File: src/hw/mmcm_cfg_pkg.sv
package mmcm_cfg_pkg;

   // DRP bus words
   typedef logic [6:0]  drp_addr_t;
   typedef logic [15:0] drp_data_t;

   // One request cycle on the DRP, den qualifies the rest
   typedef struct packed {
      drp_addr_t addr;
      drp_data_t wdata;
      logic      den;
      logic      dwe;
   } drp_req_t;

   // Output or feedback counter settings
   typedef struct packed {
      logic [2:0] phase_mux;
      logic [5:0] high_time;
      logic [5:0] low_time;
      logic [2:0] frac;
      logic       frac_en;
      logic       wf_r;
      logic       edge_sel;
      logic       no_count;
      logic [5:0] delay_time;
   } clkout_cfg_t;

   // Input divider settings
   typedef struct packed {
      logic [5:0] high_time;
      logic [5:0] low_time;
      logic       edge_sel;
      logic       no_count;
   } divclk_cfg_t;

   // Lock detector and loop filter words from the lookup tables
   typedef logic [39:0] lock_cfg_t;
   typedef logic [9:0]  filt_cfg_t;

   // Read-modify-write steps, in issue order
   typedef enum logic [3:0] {
      STEP_POWER      = 4'd0,
      STEP_CLKOUT0_1  = 4'd1,
      STEP_CLKOUT0_2  = 4'd2,
      STEP_DIVCLK     = 4'd3,
      STEP_CLKFBOUT_1 = 4'd4,
      STEP_CLKFBOUT_2 = 4'd5,
      STEP_LOCK_1     = 4'd6,
      STEP_LOCK_2     = 4'd7,
      STEP_LOCK_3     = 4'd8,
      STEP_FILT_1     = 4'd9,
      STEP_FILT_2     = 4'd10
   } step_t;

   localparam int unsigned NUM_STEPS = 11;

   // DRP register addresses
   localparam drp_addr_t POWER_ADDR     = 7'h28;
   localparam drp_addr_t CLKOUT0_ADDR1  = 7'h08;
   localparam drp_addr_t CLKOUT0_ADDR2  = 7'h09;
   localparam drp_addr_t DIVCLK_ADDR    = 7'h16;
   localparam drp_addr_t CLKFBOUT_ADDR1 = 7'h14;
   localparam drp_addr_t CLKFBOUT_ADDR2 = 7'h15;
   localparam drp_addr_t LOCK_ADDR1     = 7'h18;
   localparam drp_addr_t LOCK_ADDR2     = 7'h19;
   localparam drp_addr_t LOCK_ADDR3     = 7'h1A;
   localparam drp_addr_t FILT_ADDR1     = 7'h4E;
   localparam drp_addr_t FILT_ADDR2     = 7'h4F;

   // Keep-masks, a set bit preserves the value read back
   localparam drp_data_t POWER_MASK     = 16'h0000;
   localparam drp_data_t CLKOUT0_MASK1  = 16'h1000;
   localparam drp_data_t CLKOUT0_MASK2  = 16'h8000;
   localparam drp_data_t DIVCLK_MASK    = 16'hC000;
   localparam drp_data_t CLKFBOUT_MASK1 = 16'h1000;
   localparam drp_data_t CLKFBOUT_MASK2 = 16'h8000;
   localparam drp_data_t LOCK_MASK1     = 16'hFC00;
   localparam drp_data_t LOCK_MASK2     = 16'h8000;
   localparam drp_data_t LOCK_MASK3     = 16'h8000;
   localparam drp_data_t FILT_MASK1     = 16'h66FF;
   localparam drp_data_t FILT_MASK2     = 16'h666F;

endpackage

File: src/hw/mmcm_drp_sequencer.sv
module mmcm_drp_sequencer (
   input  logic                    dclk,
   input  logic                    rst,
   input  logic                    locked,
   input  logic                    start,
   input  logic                    drdy,
   input  mmcm_cfg_pkg::drp_data_t drp_rdata,
   input  mmcm_cfg_pkg::drp_addr_t step_addr,
   input  mmcm_cfg_pkg::drp_data_t step_mask,
   input  mmcm_cfg_pkg::drp_data_t step_bits,
   output mmcm_cfg_pkg::step_t     step,
   output mmcm_cfg_pkg::drp_req_t  drp,
   output logic                    mmcm_rst,
   output logic                    ready,
   output logic                    done
);

   typedef enum logic [3:0] {
      ST_RESTART,
      ST_WAIT_LOCK,
      ST_WAIT_START,
      ST_ADDRESS,
      ST_WAIT_READ,
      ST_MASK,
      ST_SET,
      ST_WRITE,
      ST_WAIT_WRITE
   } state_t;

   state_t                  state;
   logic [3:0]              write_cnt;
   logic                    den_q;
   logic                    dwe_q;
   mmcm_cfg_pkg::drp_addr_t addr_q;
   mmcm_cfg_pkg::drp_data_t data_word;

   assign drp = '{addr: addr_q, wdata: data_word, den: den_q, dwe: dwe_q};

   always_ff @(posedge dclk) begin
      if (rst) begin
         state     <= ST_RESTART;
         step      <= mmcm_cfg_pkg::STEP_POWER;
         write_cnt <= '0;
         den_q     <= 1'b0;
         dwe_q     <= 1'b0;
         mmcm_rst  <= 1'b0;
         ready     <= 1'b0;
         done      <= 1'b0;
      end else begin
         // Request strobes and done are single-cycle
         den_q <= 1'b0;
         dwe_q <= 1'b0;
         done  <= 1'b0;
         case (state)
            ST_RESTART: begin
               mmcm_rst <= 1'b1;
               state    <= ST_WAIT_LOCK;
            end
            ST_WAIT_LOCK: begin
               mmcm_rst <= 1'b0;
               // A lock seen while the reset pulse is still out is stale
               if (locked && !mmcm_rst) begin
                  ready <= 1'b1;
                  state <= ST_WAIT_START;
               end
            end
            ST_WAIT_START: begin
               if (start) begin
                  ready     <= 1'b0;
                  step      <= mmcm_cfg_pkg::STEP_POWER;
                  write_cnt <= '0;
                  state     <= ST_ADDRESS;
               end
            end
            ST_ADDRESS: begin
               // Block stays in reset for the whole sequence
               mmcm_rst <= 1'b1;
               den_q    <= 1'b1;
               state    <= ST_WAIT_READ;
            end
            ST_WAIT_READ: begin
               if (drdy) begin
                  state <= ST_MASK;
               end
            end
            ST_MASK: begin
               state <= ST_SET;
            end
            ST_SET: begin
               state <= ST_WRITE;
            end
            ST_WRITE: begin
               den_q <= 1'b1;
               dwe_q <= 1'b1;
               state <= ST_WAIT_WRITE;
            end
            ST_WAIT_WRITE: begin
               if (drdy) begin
                  write_cnt <= write_cnt + 4'd1;
                  if (write_cnt == 4'(mmcm_cfg_pkg::NUM_STEPS - 1)) begin
                     mmcm_rst <= 1'b0;
                     done     <= 1'b1;
                     state    <= ST_WAIT_LOCK;
                  end else begin
                     step  <= mmcm_cfg_pkg::step_t'(step + 4'd1);
                     state <= ST_ADDRESS;
                  end
               end
            end
            default: begin
               state <= ST_RESTART;
            end
         endcase
      end
   end

   // Address and read-modify-write data path
   always_ff @(posedge dclk) begin
      case (state)
         ST_ADDRESS: begin
            addr_q <= step_addr;
         end
         ST_WAIT_READ: begin
            if (drdy) begin
               data_word <= drp_rdata;
            end
         end
         ST_MASK: begin
            data_word <= data_word & step_mask;
         end
         ST_SET: begin
            data_word <= data_word | step_bits;
         end
         default: begin
         end
      endcase
   end

endmodule

File: src/hw/mmcm_lock_filter_lut.sv
module mmcm_lock_filter_lut (
   input  logic                      dclk,
   input  mmcm_cfg_pkg::divclk_cfg_t divclk_cfg,
   output mmcm_cfg_pkg::lock_cfg_t   lock_word,
   output mmcm_cfg_pkg::filt_cfg_t   filt_word
);

   // Divide value minus one, wraps out of range when both times are zero
   logic [7:0] div_idx;

   assign div_idx = 8'(divclk_cfg.high_time) + 8'(divclk_cfg.low_time) - 8'd1;

   always_ff @(posedge dclk) begin
      case (div_idx) inside
         [8'd0:8'd1]:   lock_word <= 40'b00110_00110_1111101000_1111101001_0000000001;
         8'd2:          lock_word <= 40'b01000_01000_1111101000_1111101001_0000000001;
         8'd3:          lock_word <= 40'b01011_01011_1111101000_1111101001_0000000001;
         8'd4:          lock_word <= 40'b01110_01110_1111101000_1111101001_0000000001;
         8'd5:          lock_word <= 40'b10001_10001_1111101000_1111101001_0000000001;
         8'd6:          lock_word <= 40'b10011_10011_1111101000_1111101001_0000000001;
         8'd7:          lock_word <= 40'b10110_10110_1111101000_1111101001_0000000001;
         8'd8:          lock_word <= 40'b11001_11001_1111101000_1111101001_0000000001;
         8'd9:          lock_word <= 40'b11100_11100_1111101000_1111101001_0000000001;
         8'd10:         lock_word <= 40'b11111_11111_1110000100_1111101001_0000000001;
         8'd11:         lock_word <= 40'b11111_11111_1100111001_1111101001_0000000001;
         8'd12:         lock_word <= 40'b11111_11111_1011101110_1111101001_0000000001;
         8'd13:         lock_word <= 40'b11111_11111_1010111100_1111101001_0000000001;
         8'd14:         lock_word <= 40'b11111_11111_1010001010_1111101001_0000000001;
         8'd15:         lock_word <= 40'b11111_11111_1001110001_1111101001_0000000001;
         8'd16:         lock_word <= 40'b11111_11111_1000111111_1111101001_0000000001;
         8'd17:         lock_word <= 40'b11111_11111_1000100110_1111101001_0000000001;
         8'd18:         lock_word <= 40'b11111_11111_1000001101_1111101001_0000000001;
         8'd19:         lock_word <= 40'b11111_11111_0111110100_1111101001_0000000001;
         8'd20:         lock_word <= 40'b11111_11111_0111011011_1111101001_0000000001;
         8'd21:         lock_word <= 40'b11111_11111_0111000010_1111101001_0000000001;
         8'd22:         lock_word <= 40'b11111_11111_0110101001_1111101001_0000000001;
         [8'd23:8'd24]: lock_word <= 40'b11111_11111_0110010000_1111101001_0000000001;
         8'd25:         lock_word <= 40'b11111_11111_0101110111_1111101001_0000000001;
         [8'd26:8'd27]: lock_word <= 40'b11111_11111_0101011110_1111101001_0000000001;
         [8'd28:8'd29]: lock_word <= 40'b11111_11111_0101000101_1111101001_0000000001;
         [8'd30:8'd32]: lock_word <= 40'b11111_11111_0100101100_1111101001_0000000001;
         [8'd33:8'd35]: lock_word <= 40'b11111_11111_0100010011_1111101001_0000000001;
         [8'd36:8'd63]: lock_word <= 40'b11111_11111_0011111010_1111101001_0000000001;
         // Same as index 0
         default:       lock_word <= 40'b00110_00110_1111101000_1111101001_0000000001;
      endcase
   end

   always_ff @(posedge dclk) begin
      case (div_idx) inside
         8'd0:          filt_word <= 10'b0010_1111_00;
         8'd1:          filt_word <= 10'b0100_1111_00;
         8'd2:          filt_word <= 10'b0101_1011_00;
         8'd3:          filt_word <= 10'b0111_0111_00;
         8'd4:          filt_word <= 10'b1101_0111_00;
         8'd5:          filt_word <= 10'b1110_1011_00;
         8'd6:          filt_word <= 10'b1110_1101_00;
         8'd7:          filt_word <= 10'b1111_0011_00;
         8'd8:          filt_word <= 10'b1110_0101_00;
         8'd9:          filt_word <= 10'b1111_0101_00;
         8'd10:         filt_word <= 10'b1111_1001_00;
         8'd11:         filt_word <= 10'b1101_0001_00;
         [8'd12:8'd15]: filt_word <= 10'b1111_1001_00;
         [8'd16:8'd17]: filt_word <= 10'b1111_0101_00;
         [8'd18:8'd20]: filt_word <= 10'b1100_0001_00;
         [8'd21:8'd24]: filt_word <= 10'b0101_1100_00;
         [8'd25:8'd40]: filt_word <= 10'b0011_0100_00;
         [8'd41:8'd45]: filt_word <= 10'b0010_1000_00;
         [8'd46:8'd47]: filt_word <= 10'b0111_0001_00;
         [8'd48:8'd51]: filt_word <= 10'b0100_1100_00;
         [8'd52:8'd53]: filt_word <= 10'b0110_0001_00;
         [8'd54:8'd56]: filt_word <= 10'b0101_0110_00;
         [8'd57:8'd60]: filt_word <= 10'b0010_0100_00;
         8'd61:         filt_word <= 10'b0100_1010_00;
         [8'd62:8'd63]: filt_word <= 10'b0011_1100_00;
         default:       filt_word <= 10'b0010_1111_00;
      endcase
   end

endmodule

File: src/hw/mmcm_reconfig_top.sv
module mmcm_reconfig_top (
   input  logic                      dclk,
   input  logic                      rst,
   input  logic                      locked,
   output logic                      mmcm_rst,
   output mmcm_cfg_pkg::drp_req_t    drp,
   input  mmcm_cfg_pkg::drp_data_t   drp_rdata,
   input  logic                      drdy,
   input  mmcm_cfg_pkg::clkout_cfg_t clkout0_cfg,
   input  mmcm_cfg_pkg::clkout_cfg_t clkfbout_cfg,
   input  mmcm_cfg_pkg::divclk_cfg_t divclk_cfg,
   input  logic                      start,
   output logic                      ready,
   output logic                      done
);

   mmcm_cfg_pkg::step_t     step;
   mmcm_cfg_pkg::drp_addr_t step_addr;
   mmcm_cfg_pkg::drp_data_t step_mask;
   mmcm_cfg_pkg::drp_data_t step_bits;
   mmcm_cfg_pkg::lock_cfg_t lock_word;
   mmcm_cfg_pkg::filt_cfg_t filt_word;

   mmcm_lock_filter_lut lut_i (
      .dclk       (dclk),
      .divclk_cfg (divclk_cfg),
      .lock_word  (lock_word),
      .filt_word  (filt_word)
   );

   mmcm_step_rom rom_i (
      .step         (step),
      .clkout0_cfg  (clkout0_cfg),
      .clkfbout_cfg (clkfbout_cfg),
      .divclk_cfg   (divclk_cfg),
      .lock_word    (lock_word),
      .filt_word    (filt_word),
      .step_addr    (step_addr),
      .step_mask    (step_mask),
      .step_bits    (step_bits)
   );

   mmcm_drp_sequencer seq_i (
      .dclk      (dclk),
      .rst       (rst),
      .locked    (locked),
      .start     (start),
      .drdy      (drdy),
      .drp_rdata (drp_rdata),
      .step_addr (step_addr),
      .step_mask (step_mask),
      .step_bits (step_bits),
      .step      (step),
      .drp       (drp),
      .mmcm_rst  (mmcm_rst),
      .ready     (ready),
      .done      (done)
   );

endmodule

File: src/hw/mmcm_step_rom.sv
module mmcm_step_rom (
   input  mmcm_cfg_pkg::step_t       step,
   input  mmcm_cfg_pkg::clkout_cfg_t clkout0_cfg,
   input  mmcm_cfg_pkg::clkout_cfg_t clkfbout_cfg,
   input  mmcm_cfg_pkg::divclk_cfg_t divclk_cfg,
   input  mmcm_cfg_pkg::lock_cfg_t   lock_word,
   input  mmcm_cfg_pkg::filt_cfg_t   filt_word,
   output mmcm_cfg_pkg::drp_addr_t   step_addr,
   output mmcm_cfg_pkg::drp_data_t   step_mask,
   output mmcm_cfg_pkg::drp_data_t   step_bits
);

   // First counter word: phase mux, high and low time
   function automatic mmcm_cfg_pkg::drp_data_t cnt_word1(input mmcm_cfg_pkg::clkout_cfg_t c);
      return {c.phase_mux, 1'b0, c.high_time, c.low_time};
   endfunction

   // Second counter word: fractional part, edge, bypass and delay
   function automatic mmcm_cfg_pkg::drp_data_t cnt_word2(input mmcm_cfg_pkg::clkout_cfg_t c);
      return {1'b0, c.frac, c.frac_en, c.wf_r, 2'b00, c.edge_sel, c.no_count, c.delay_time};
   endfunction

   always_comb begin
      case (step)
         mmcm_cfg_pkg::STEP_POWER: begin
            step_addr = mmcm_cfg_pkg::POWER_ADDR;
            step_mask = mmcm_cfg_pkg::POWER_MASK;
            step_bits = 16'hFFFF;
         end
         mmcm_cfg_pkg::STEP_CLKOUT0_1: begin
            step_addr = mmcm_cfg_pkg::CLKOUT0_ADDR1;
            step_mask = mmcm_cfg_pkg::CLKOUT0_MASK1;
            step_bits = cnt_word1(clkout0_cfg);
         end
         mmcm_cfg_pkg::STEP_CLKOUT0_2: begin
            step_addr = mmcm_cfg_pkg::CLKOUT0_ADDR2;
            step_mask = mmcm_cfg_pkg::CLKOUT0_MASK2;
            step_bits = cnt_word2(clkout0_cfg);
         end
         mmcm_cfg_pkg::STEP_DIVCLK: begin
            step_addr = mmcm_cfg_pkg::DIVCLK_ADDR;
            step_mask = mmcm_cfg_pkg::DIVCLK_MASK;
            step_bits = {2'b00, divclk_cfg.edge_sel, divclk_cfg.no_count,
                         divclk_cfg.high_time, divclk_cfg.low_time};
         end
         mmcm_cfg_pkg::STEP_CLKFBOUT_1: begin
            step_addr = mmcm_cfg_pkg::CLKFBOUT_ADDR1;
            step_mask = mmcm_cfg_pkg::CLKFBOUT_MASK1;
            step_bits = cnt_word1(clkfbout_cfg);
         end
         mmcm_cfg_pkg::STEP_CLKFBOUT_2: begin
            step_addr = mmcm_cfg_pkg::CLKFBOUT_ADDR2;
            step_mask = mmcm_cfg_pkg::CLKFBOUT_MASK2;
            step_bits = cnt_word2(clkfbout_cfg);
         end
         // Lock word is spread over three registers
         mmcm_cfg_pkg::STEP_LOCK_1: begin
            step_addr = mmcm_cfg_pkg::LOCK_ADDR1;
            step_mask = mmcm_cfg_pkg::LOCK_MASK1;
            step_bits = {6'b000000, lock_word[29:20]};
         end
         mmcm_cfg_pkg::STEP_LOCK_2: begin
            step_addr = mmcm_cfg_pkg::LOCK_ADDR2;
            step_mask = mmcm_cfg_pkg::LOCK_MASK2;
            step_bits = {1'b0, lock_word[34:30], lock_word[9:0]};
         end
         mmcm_cfg_pkg::STEP_LOCK_3: begin
            step_addr = mmcm_cfg_pkg::LOCK_ADDR3;
            step_mask = mmcm_cfg_pkg::LOCK_MASK3;
            step_bits = {1'b0, lock_word[39:35], lock_word[19:10]};
         end
         // Filter bits sit in scattered positions
         mmcm_cfg_pkg::STEP_FILT_1: begin
            step_addr = mmcm_cfg_pkg::FILT_ADDR1;
            step_mask = mmcm_cfg_pkg::FILT_MASK1;
            step_bits = {filt_word[9], 2'b00, filt_word[8:7], 2'b00, filt_word[6], 8'h00};
         end
         mmcm_cfg_pkg::STEP_FILT_2: begin
            step_addr = mmcm_cfg_pkg::FILT_ADDR2;
            step_mask = mmcm_cfg_pkg::FILT_MASK2;
            step_bits = {filt_word[5], 2'b00, filt_word[4:3], 2'b00,
                         filt_word[2:1], 2'b00, filt_word[0], 4'h0};
         end
         default: begin
            step_addr = '0;
            step_mask = '0;
            step_bits = '0;
         end
      endcase
   end

endmodule

File: config.mk
export PLATFORM = sky130hd
export DESIGN_NAME = mmcm_reconfig_top
export DESIGN_NICKNAME = d
export VERILOG_FILES = /design/src/hw/mmcm_cfg_pkg.sv /design/src/hw/mmcm_drp_sequencer.sv /design/src/hw/mmcm_lock_filter_lut.sv /design/src/hw/mmcm_reconfig_top.sv /design/src/hw/mmcm_step_rom.sv
export SDC_FILE = /design/constraint.sdc
export NUM_CORES = 1
export LEC_CHECK = 0
export BUFFER_PORTS_ARGS = -buffer_cell sky130_fd_sc_hd__buf_4
export CELL_PAD_IN_SITES_DETAIL_PLACEMENT = 1
export CELL_PAD_IN_SITES_GLOBAL_PLACEMENT = 1
export CORE_MARGIN = 2
export CORE_UTILIZATION = 40
export CTS_CLUSTER_SIZE = 8
export DETAILED_ROUTE_END_ITERATION = 7
export PLACE_DENSITY_LB_ADDON = 0.1
export SKIP_LAST_GASP = 1
export SLEW_MARGIN = 0
export SYNTH_ARGS = -nofsm -noshare
export SYNTH_HDL_FRONTEND = slang
export SYNTH_SLANG_ARGS = --single-unit
File: constraint.sdc
create_clock -name dclk -period 5.9 [get_ports dclk]
set_input_delay 0.59 -clock dclk [delete_from_list [all_inputs] [get_ports dclk]]
set_output_delay 0.59 -clock dclk [all_outputs]
set_load 0.1 [all_outputs]
; Word-level counts from Yosys, hierarchy flattened
; Index checks and enable logic that the tools add are counted.
[word_totals]
output_inout_bits = 28
word_cells = 248
ff_bits = 90
[op_classes]
n_reduce_logical = 52
bitwise = 4
n_mux = 78
n_addsub = 4
order_cmp = 36
eq_ne = 49
[ops]
columns = op, n
row1 = 40-bit 2-to-1 mux, 25
row2 = 10-bit 2-to-1 mux, 20
row3 = 16-bit one-hot mux with 11 select lines, 1
row4 = 39-bit 2-to-1 mux, 3
row5 = 16-bit one-hot mux with 6 select lines, 1
row6 = "8-bit by 6-bit less-or-equal comparator with 1-bit output, second input constant", 10
row7 = 7-bit one-hot mux with 11 select lines, 1
row8 = "8-bit by 6-bit >= comparator with 1-bit output, second input constant", 9
row9 = "8-bit by 4-bit == test with 1-bit output, second input constant", 8
row10 = "8-bit by 5-bit == test with 1-bit output, second input constant", 8
row11 = "8-bit by 5-bit >= comparator with 1-bit output, second input constant", 8
row12 = 16-bit one-hot mux with 3 select lines, 1
row13 = "8-bit by 5-bit less-or-equal comparator with 1-bit output, second input constant", 5
row14 = 4-bit one-hot mux with 9 select lines, 1
row15 = "4-bit by 3-bit == test with 1-bit output, second input constant", 8
row16 = "8-bit by 3-bit == test with 1-bit output, second input constant", 4
row17 = 4-bit 2-to-1 mux, 8
row18 = 28-bit OR reduction, 1
row19 = 9-bit 2-to-1 mux, 3
row20 = 24-bit OR reduction, 1
row21 = "4-bit == test, second input constant", 5
row22 = 1-bit logical AND, 20
row23 = 18-bit OR reduction, 1
row24 = 16-bit bitwise AND, 1
row25 = other kinds (39), 70

; Depth between registers and ports, before layout
[depth]
depth_word = 32
ltp_mapped = 14
mapped_depth_nobuf = 13

; Modules after synthesis
; A second synthesis with hierarchy kept.
[unflattened]
cells_unflattened = 714
hier_area_um2 = 5654.2
[modules_own_cells]
columns = mod, cells_each, area_each_um2, instances
row1 = mmcm_lock_filter_lut, 316, 2252.2, 1
row2 = mmcm_drp_sequencer, 190, 1990.7, 1
row3 = mmcm_step_rom, 208, 1411.4, 1

; Worst setup path before layout
; No wires, ideal clock.
[synth_path]
path_kind = input to register
start = input port divclk_cfg[2] (netlist name)
end = register lut_i.lock_word[25]
n_path_buf = 1
stages = 12
setup_slack_ns = 2.309
arrival_ns = 3.470
cell_sequence = ha_1 -> inv_1 -> fa_1 -> ha_1 -> xnor2_1 -> clkbuf_1 -> nor2_1 -> a221o_1 -> a2111oi_0 -> o2bb2ai_1 -> nor3_1 -> o21ai_1
[synth_via]
elab_chain_cells = 23
[synth_lines]
columns = item, line
row1 = start: declaration, mmcm_reconfig_top.sv:11  ; input mmcm_cfg_pkg::divclk_cfg_t divclk_cfg,
row2 = 6-bit by 6-bit adder with 7-bit output *, mmcm_lock_filter_lut.sv:11  ; assign div_idx = 8'(divclk_cfg.high_time) + 8'(divclk_cfg.low_time) - 8'd1;
row3 = 8-bit by 1-bit subtractor with 8-bit output *, mmcm_lock_filter_lut.sv:11
row4 = 8-bit by 6-bit >= comparator with 1-bit output (no source line) or 8-bit by 6-bit less-or-equal comparator with 1-bit output (tied branches), n/a
row5 = 1-bit logical AND (no source line), n/a
row6 = 40-bit 2-to-1 mux (19 in series), mmcm_lock_filter_lut.sv:14  ; case (div_idx) inside
row7 = end signal: assignment, mmcm_lock_filter_lut.sv:15  ; [8'd0:8'd1]: lock_word <= 40'b00110_00110_1111101000_1111101001_0000000001;
row8 = end signal: assignment, mmcm_lock_filter_lut.sv:16  ; 8'd2: lock_word <= 40'b01000_01000_1111101000_1111101001_0000000001;
row9 = end signal: assignment, mmcm_lock_filter_lut.sv:17  ; 8'd3: lock_word <= 40'b01011_01011_1111101000_1111101001_0000000001;
row10 = end: declaration, mmcm_lock_filter_lut.sv:4  ; output mmcm_cfg_pkg::lock_cfg_t lock_word,
; Mark *: on every way between the ends. The rest lies on a longest branch, timed or not.
; A chain may end at the register's enable or synchronous reset.

; Final worst setup path
[layout_path]
start = input port divclk_cfg[8] (netlist name)
end = register lut_i.lock_word[25]
; The elaborated chain is that of the path after synthesis.

==> out/metrics.csv <==
stage,metric,value,unit
setup_path,Worst Setup Start Kind,input pin,
synthesis,Synth Area in Compound Gates,0.3625,
cts,postcts setup bufs,0,
cts,TritonCTS clock tree,yes,
floorplan,total core area,0.01383,sq mm
floorplan,die area,0.01510,sq mm
layout,fin util,0.5034,
sta,final-report hold violation count,0,
synthesis,Post-synth EDFFs,23,
layout,Area Growth Syn to Fin,23.10,%
cts,clock latency on the worst-skew pair,0.33,ns
grt,initial antenna violation count,0,
cts,TritonCTS buffer count,9,
sta,Final setup viols,0,
setup_path,CP arrival,4.65,ns
power_and_ir_drop,pwr/cell area,341.1,mW/mm^2
synthesis,synthesis-stage register bit count,63,
sta,setup TNS,0,ns
synthesis,xor/xnor share of the synthesized area,0.02589,
cts,Max clock buf depth,2,
setup_path,peak fanout along the critical path,19,
grt,GRT Residual Overflow,0,
synthesis,syn nets,855,
cts,cts hold-fix bufs,0,
layout,final instance area,0.006960,sq mm
layout,fillers,1704,
synthesis,register area share after synthesis,0.2638,
sta,Least-Margin Pin Slew,1.063,ns
floorplan,Die W,122.9,um
job,max-capacitance violation count,0,
routing,drt total wl,24670,um
power_and_ir_drop,internal power,1.308,mW
power_and_ir_drop,Sequential Power Share,0.269,
floorplan,Cell Rows,43,
grt,first-pass GRT wire length,37620,um
sta,Tmin final,4.431,ns
placed_design,port bufs,118,
layout,Final #Nets,941,
sta,max-slew violations,0,
synthesis,most common cell in the netlist,a21oi_1,
synthesis,distinct cell type count after synthesis,83,
cts,CTS Root Cell,clkbuf_16,
placed_design,Post-DP HPWL,18790,um
sta,unrepaired setup endpoints after global routing,no,
routing,initial drt markers,621,
cts,H-tree depth,3,
floorplan,I/O pins,119,
synthesis,number of synthesis warnings,0,
routing,vias per cell,6.494,
synthesis,Yosys top cell area share,0.1416,
synthesis,mapped cell area,0.005654,sq mm
layout,sequential standard cell area,0.001491,sq mm
power_and_ir_drop,Clk pwr share,0.248,
power_and_ir_drop,Sw Pwr,1.066,mW
setup_path,Setup crit end kind,register,
outcome,status,finished clean,
synthesis,"Avg Cell Area, Syn",7.589,sq um
layout,layout cells sized above 1,0.2165,
synthesis,simple-gate share of the synthesized area,0.2443,
floorplan,Starting Density,0.4089,
routing,total number of vias,6598,
routing,Final ANT Viol Nets,0,
synthesis,"top cells by area, synth","dfxtp_1 (14%), edfxtp_1 (12%), a21oi_1 (6.8%), nand2_1 (4.8%), o21ai_0 (4.5%)",
synthesis,synth cell count leaders,"a21oi_1 (77), nand2_1 (73), nor2_1 (68)",
layout,antenna diode count,0,
placed_design,placed instance area,0.006635,sq mm
grt,vias in the first global route,6594,
grt,Global Route Usage Sum,0.3253,
sta,Fin Clk Skew,0.009747,ns
floorplan,Chip Height,122.9,um
power_and_ir_drop,Worst VDD drop,0.1209,mV
synthesis,Syn Inst Count,745,
synthesis,largest family of logic cells by synthesized area,compound AO/OA/AOI/OAI gates,
placed_design,RD Place Congestion,0.9545,
sta,slew margin rel.,0.2861,
sta,fin crit share,0.7511,
cts,Post-CTS Resized,0,
power_and_ir_drop,Lkg Pwr,2.680,nW
synthesis,multiplexer share of the synthesized area,0.009294,
synthesis,Post-Synth Adder-Cell Area,0.04337,
setup_path,Setup Crit Path Kind,input pin to register,
cts,"CTS clk-pin slew, worst paths",0.06,ns
setup_path,"setup slack, reg-to-reg",3.14,ns
synthesis,"Top FF cell, synth",dfxtp_1,
setup_path,Critical Path RT,6.11,ns
power_and_ir_drop,Logic pwr share,0.484,
synthesis,post-synth top area cell,dfxtp_1,
grt,largest net degree at the start of global routing,26,
sta,timing-limited maximum frequency,225.7,MHz
power_and_ir_drop,Net Sw Frac,0.4490,
routing,WL/cell,24.28,um
cts,CTS sink count,63,
layout,area of the multi-input gates,0.003882,sq mm
routing,DRT Pass-1 Iters,7,
worst_hold_path,HP Class,register to register,
synthesis,asr flop ratio synth,0,
routing,residual DRC count,0,
## flip-flops by register name, indices dropped and copies added (netlist names)
signal / flops
seq_i.write_cnt: 4
seq_i.dwe_q: 1
seq_i.ready: 1
lut_i.lock_word: 15
seq_i.state: 4
seq_i.data_word: 16
seq_i.den_q: 1
seq_i.step: 4
seq_i.addr_q: 7
seq_i.done: 1
seq_i.mmcm_rst: 1
lut_i.filt_word: 8
## through the flow
stage / cells / hold slack, ns / setup slack, ns / power, mW
final: 1016 / 0.4760 / 1.469 / 2.374
after CTS: 1016 / 0.4825 / 1.499 / 2.351
after floorplan: 745 / 0.4571 / 2.309 / 1.409
after global routing: 1016 / 0.5082 / 1.140 / 2.481
after detailed placement: 1000 / 0.4732 / 1.158 / 1.760
after global placement: 1000 / 0.4677 / 1.273 / 1.745
## power groups by stage
| stage | Combinational (mW) | Sequential, mW | Clock (mW) |
|---|---|---|---|
| after floorplan | 0.663 | 0.746 | 0 |
| after global placement | 1.10 | 0.643 | 0 |
| after detailed placement | 1.12 | 0.644 | 0 |
| after CTS | 1.12 | 0.636 | 0.592 |
| after global routing | 1.22 | 0.648 | 0.610 |
| final | 1.15 | 0.638 | 0.588 |
## path summary, 6_finish.rpt
| check | startpoint | end | cells past startpoint |
|---|---|---|---|
| worst max-delay path | divclk_cfg[8] | lut_i.lock_word[25]$_SDFF_PP1_ | 14 |
| worst min-delay path | seq_i.ready$_SDFFE_PP0P_ | seq_i.ready$_SDFFE_PP0P_ | 2 |
| worst max register to register | seq_i.step[2]$_SDFFE_PP0P_ | seq_i.data_word[1]$_DFFE_PP_ | 6 |
| worst min register to register | seq_i.ready$_SDFFE_PP0P_ | seq_i.ready$_SDFFE_PP0P_ | 2 |
## logic make-up (layout without fill, tap and decap cells)
logic type                 count (synthesis)  after routing
xor gates and xnor gates                  15             15
DFF                                       63             63
buffers and inverters                     71            162
adders and majority gates                 19             19
AOI/OAI and AO/OA                        296            296
muxes                                      5              5
and+or+nand+nor                          276            276
## cell usage in the layout (no fill, tap or decap), types with 4 or more instances in the layout
master,count
o211ai_1,10
a22oi_1,20
a211o_1,5
nor4_1,14
inv_1,15
ha_1,18
o311ai_0,4
a22o_1,5
a222oi_1,8
or2_2,4
or3_1,4
dfxtp_1,40
nor2_1,68
o31ai_1,7
xor2_1,7
clkbuf_16,9
nand4_1,9
nand3b_1,6
a21oi_1,77
o2bb2ai_1,5
nor2b_1,15
o21ai_1,4
and3_1,4
o21ai_0,51
and2_1,10
nand2_1,73
a311oi_1,4
nand2b_1,7
a221o_1,5
edfxtp_1,23
buf_4,130
a31oi_1,17
nor3_1,17
o22ai_1,10
xnor2_1,5
a21o_1,5
nor3b_1,4
a221oi_1,10
nand3_1,24
a211oi_1,7
## area by class of cell
cell class / instances / area share
Inverter: 16 / 0.008628
Clock inverter: 3 / 0.009347
Sequential cell: 63 / 0.2143
Multi-Input combinational cell: 611 / 0.5578
Timing Repair Buffer: 130 / 0.1402
Tap cell: 180 / 0.03236
Clock buffer: 13 / 0.03739
## metal layers
layer	track usage	wire (um)	vias up
met5	0	0	-
met4	0.1250	869	0
met1	0.4181	10350	3198
met3	0.02814	1429	54
met2	0.5642	12020	307
li1	-	-	3039
## critical path: stages
cell,delay [ns]
buf_4,0.12
ha_1,0.24
inv_1,0.07
fa_1,0.44
xor2_1,0.57
o2111ai_1,0.30
o211a_1,0.47
buf_4,0.31
nor3_2,0.34
a21oi_1,0.14
a2111oi_0,0.62
o2bb2ai_1,0.12
nor3_1,0.22
o21ai_1,0.09
Note: power is estimated with default switching activity, not from simulation.
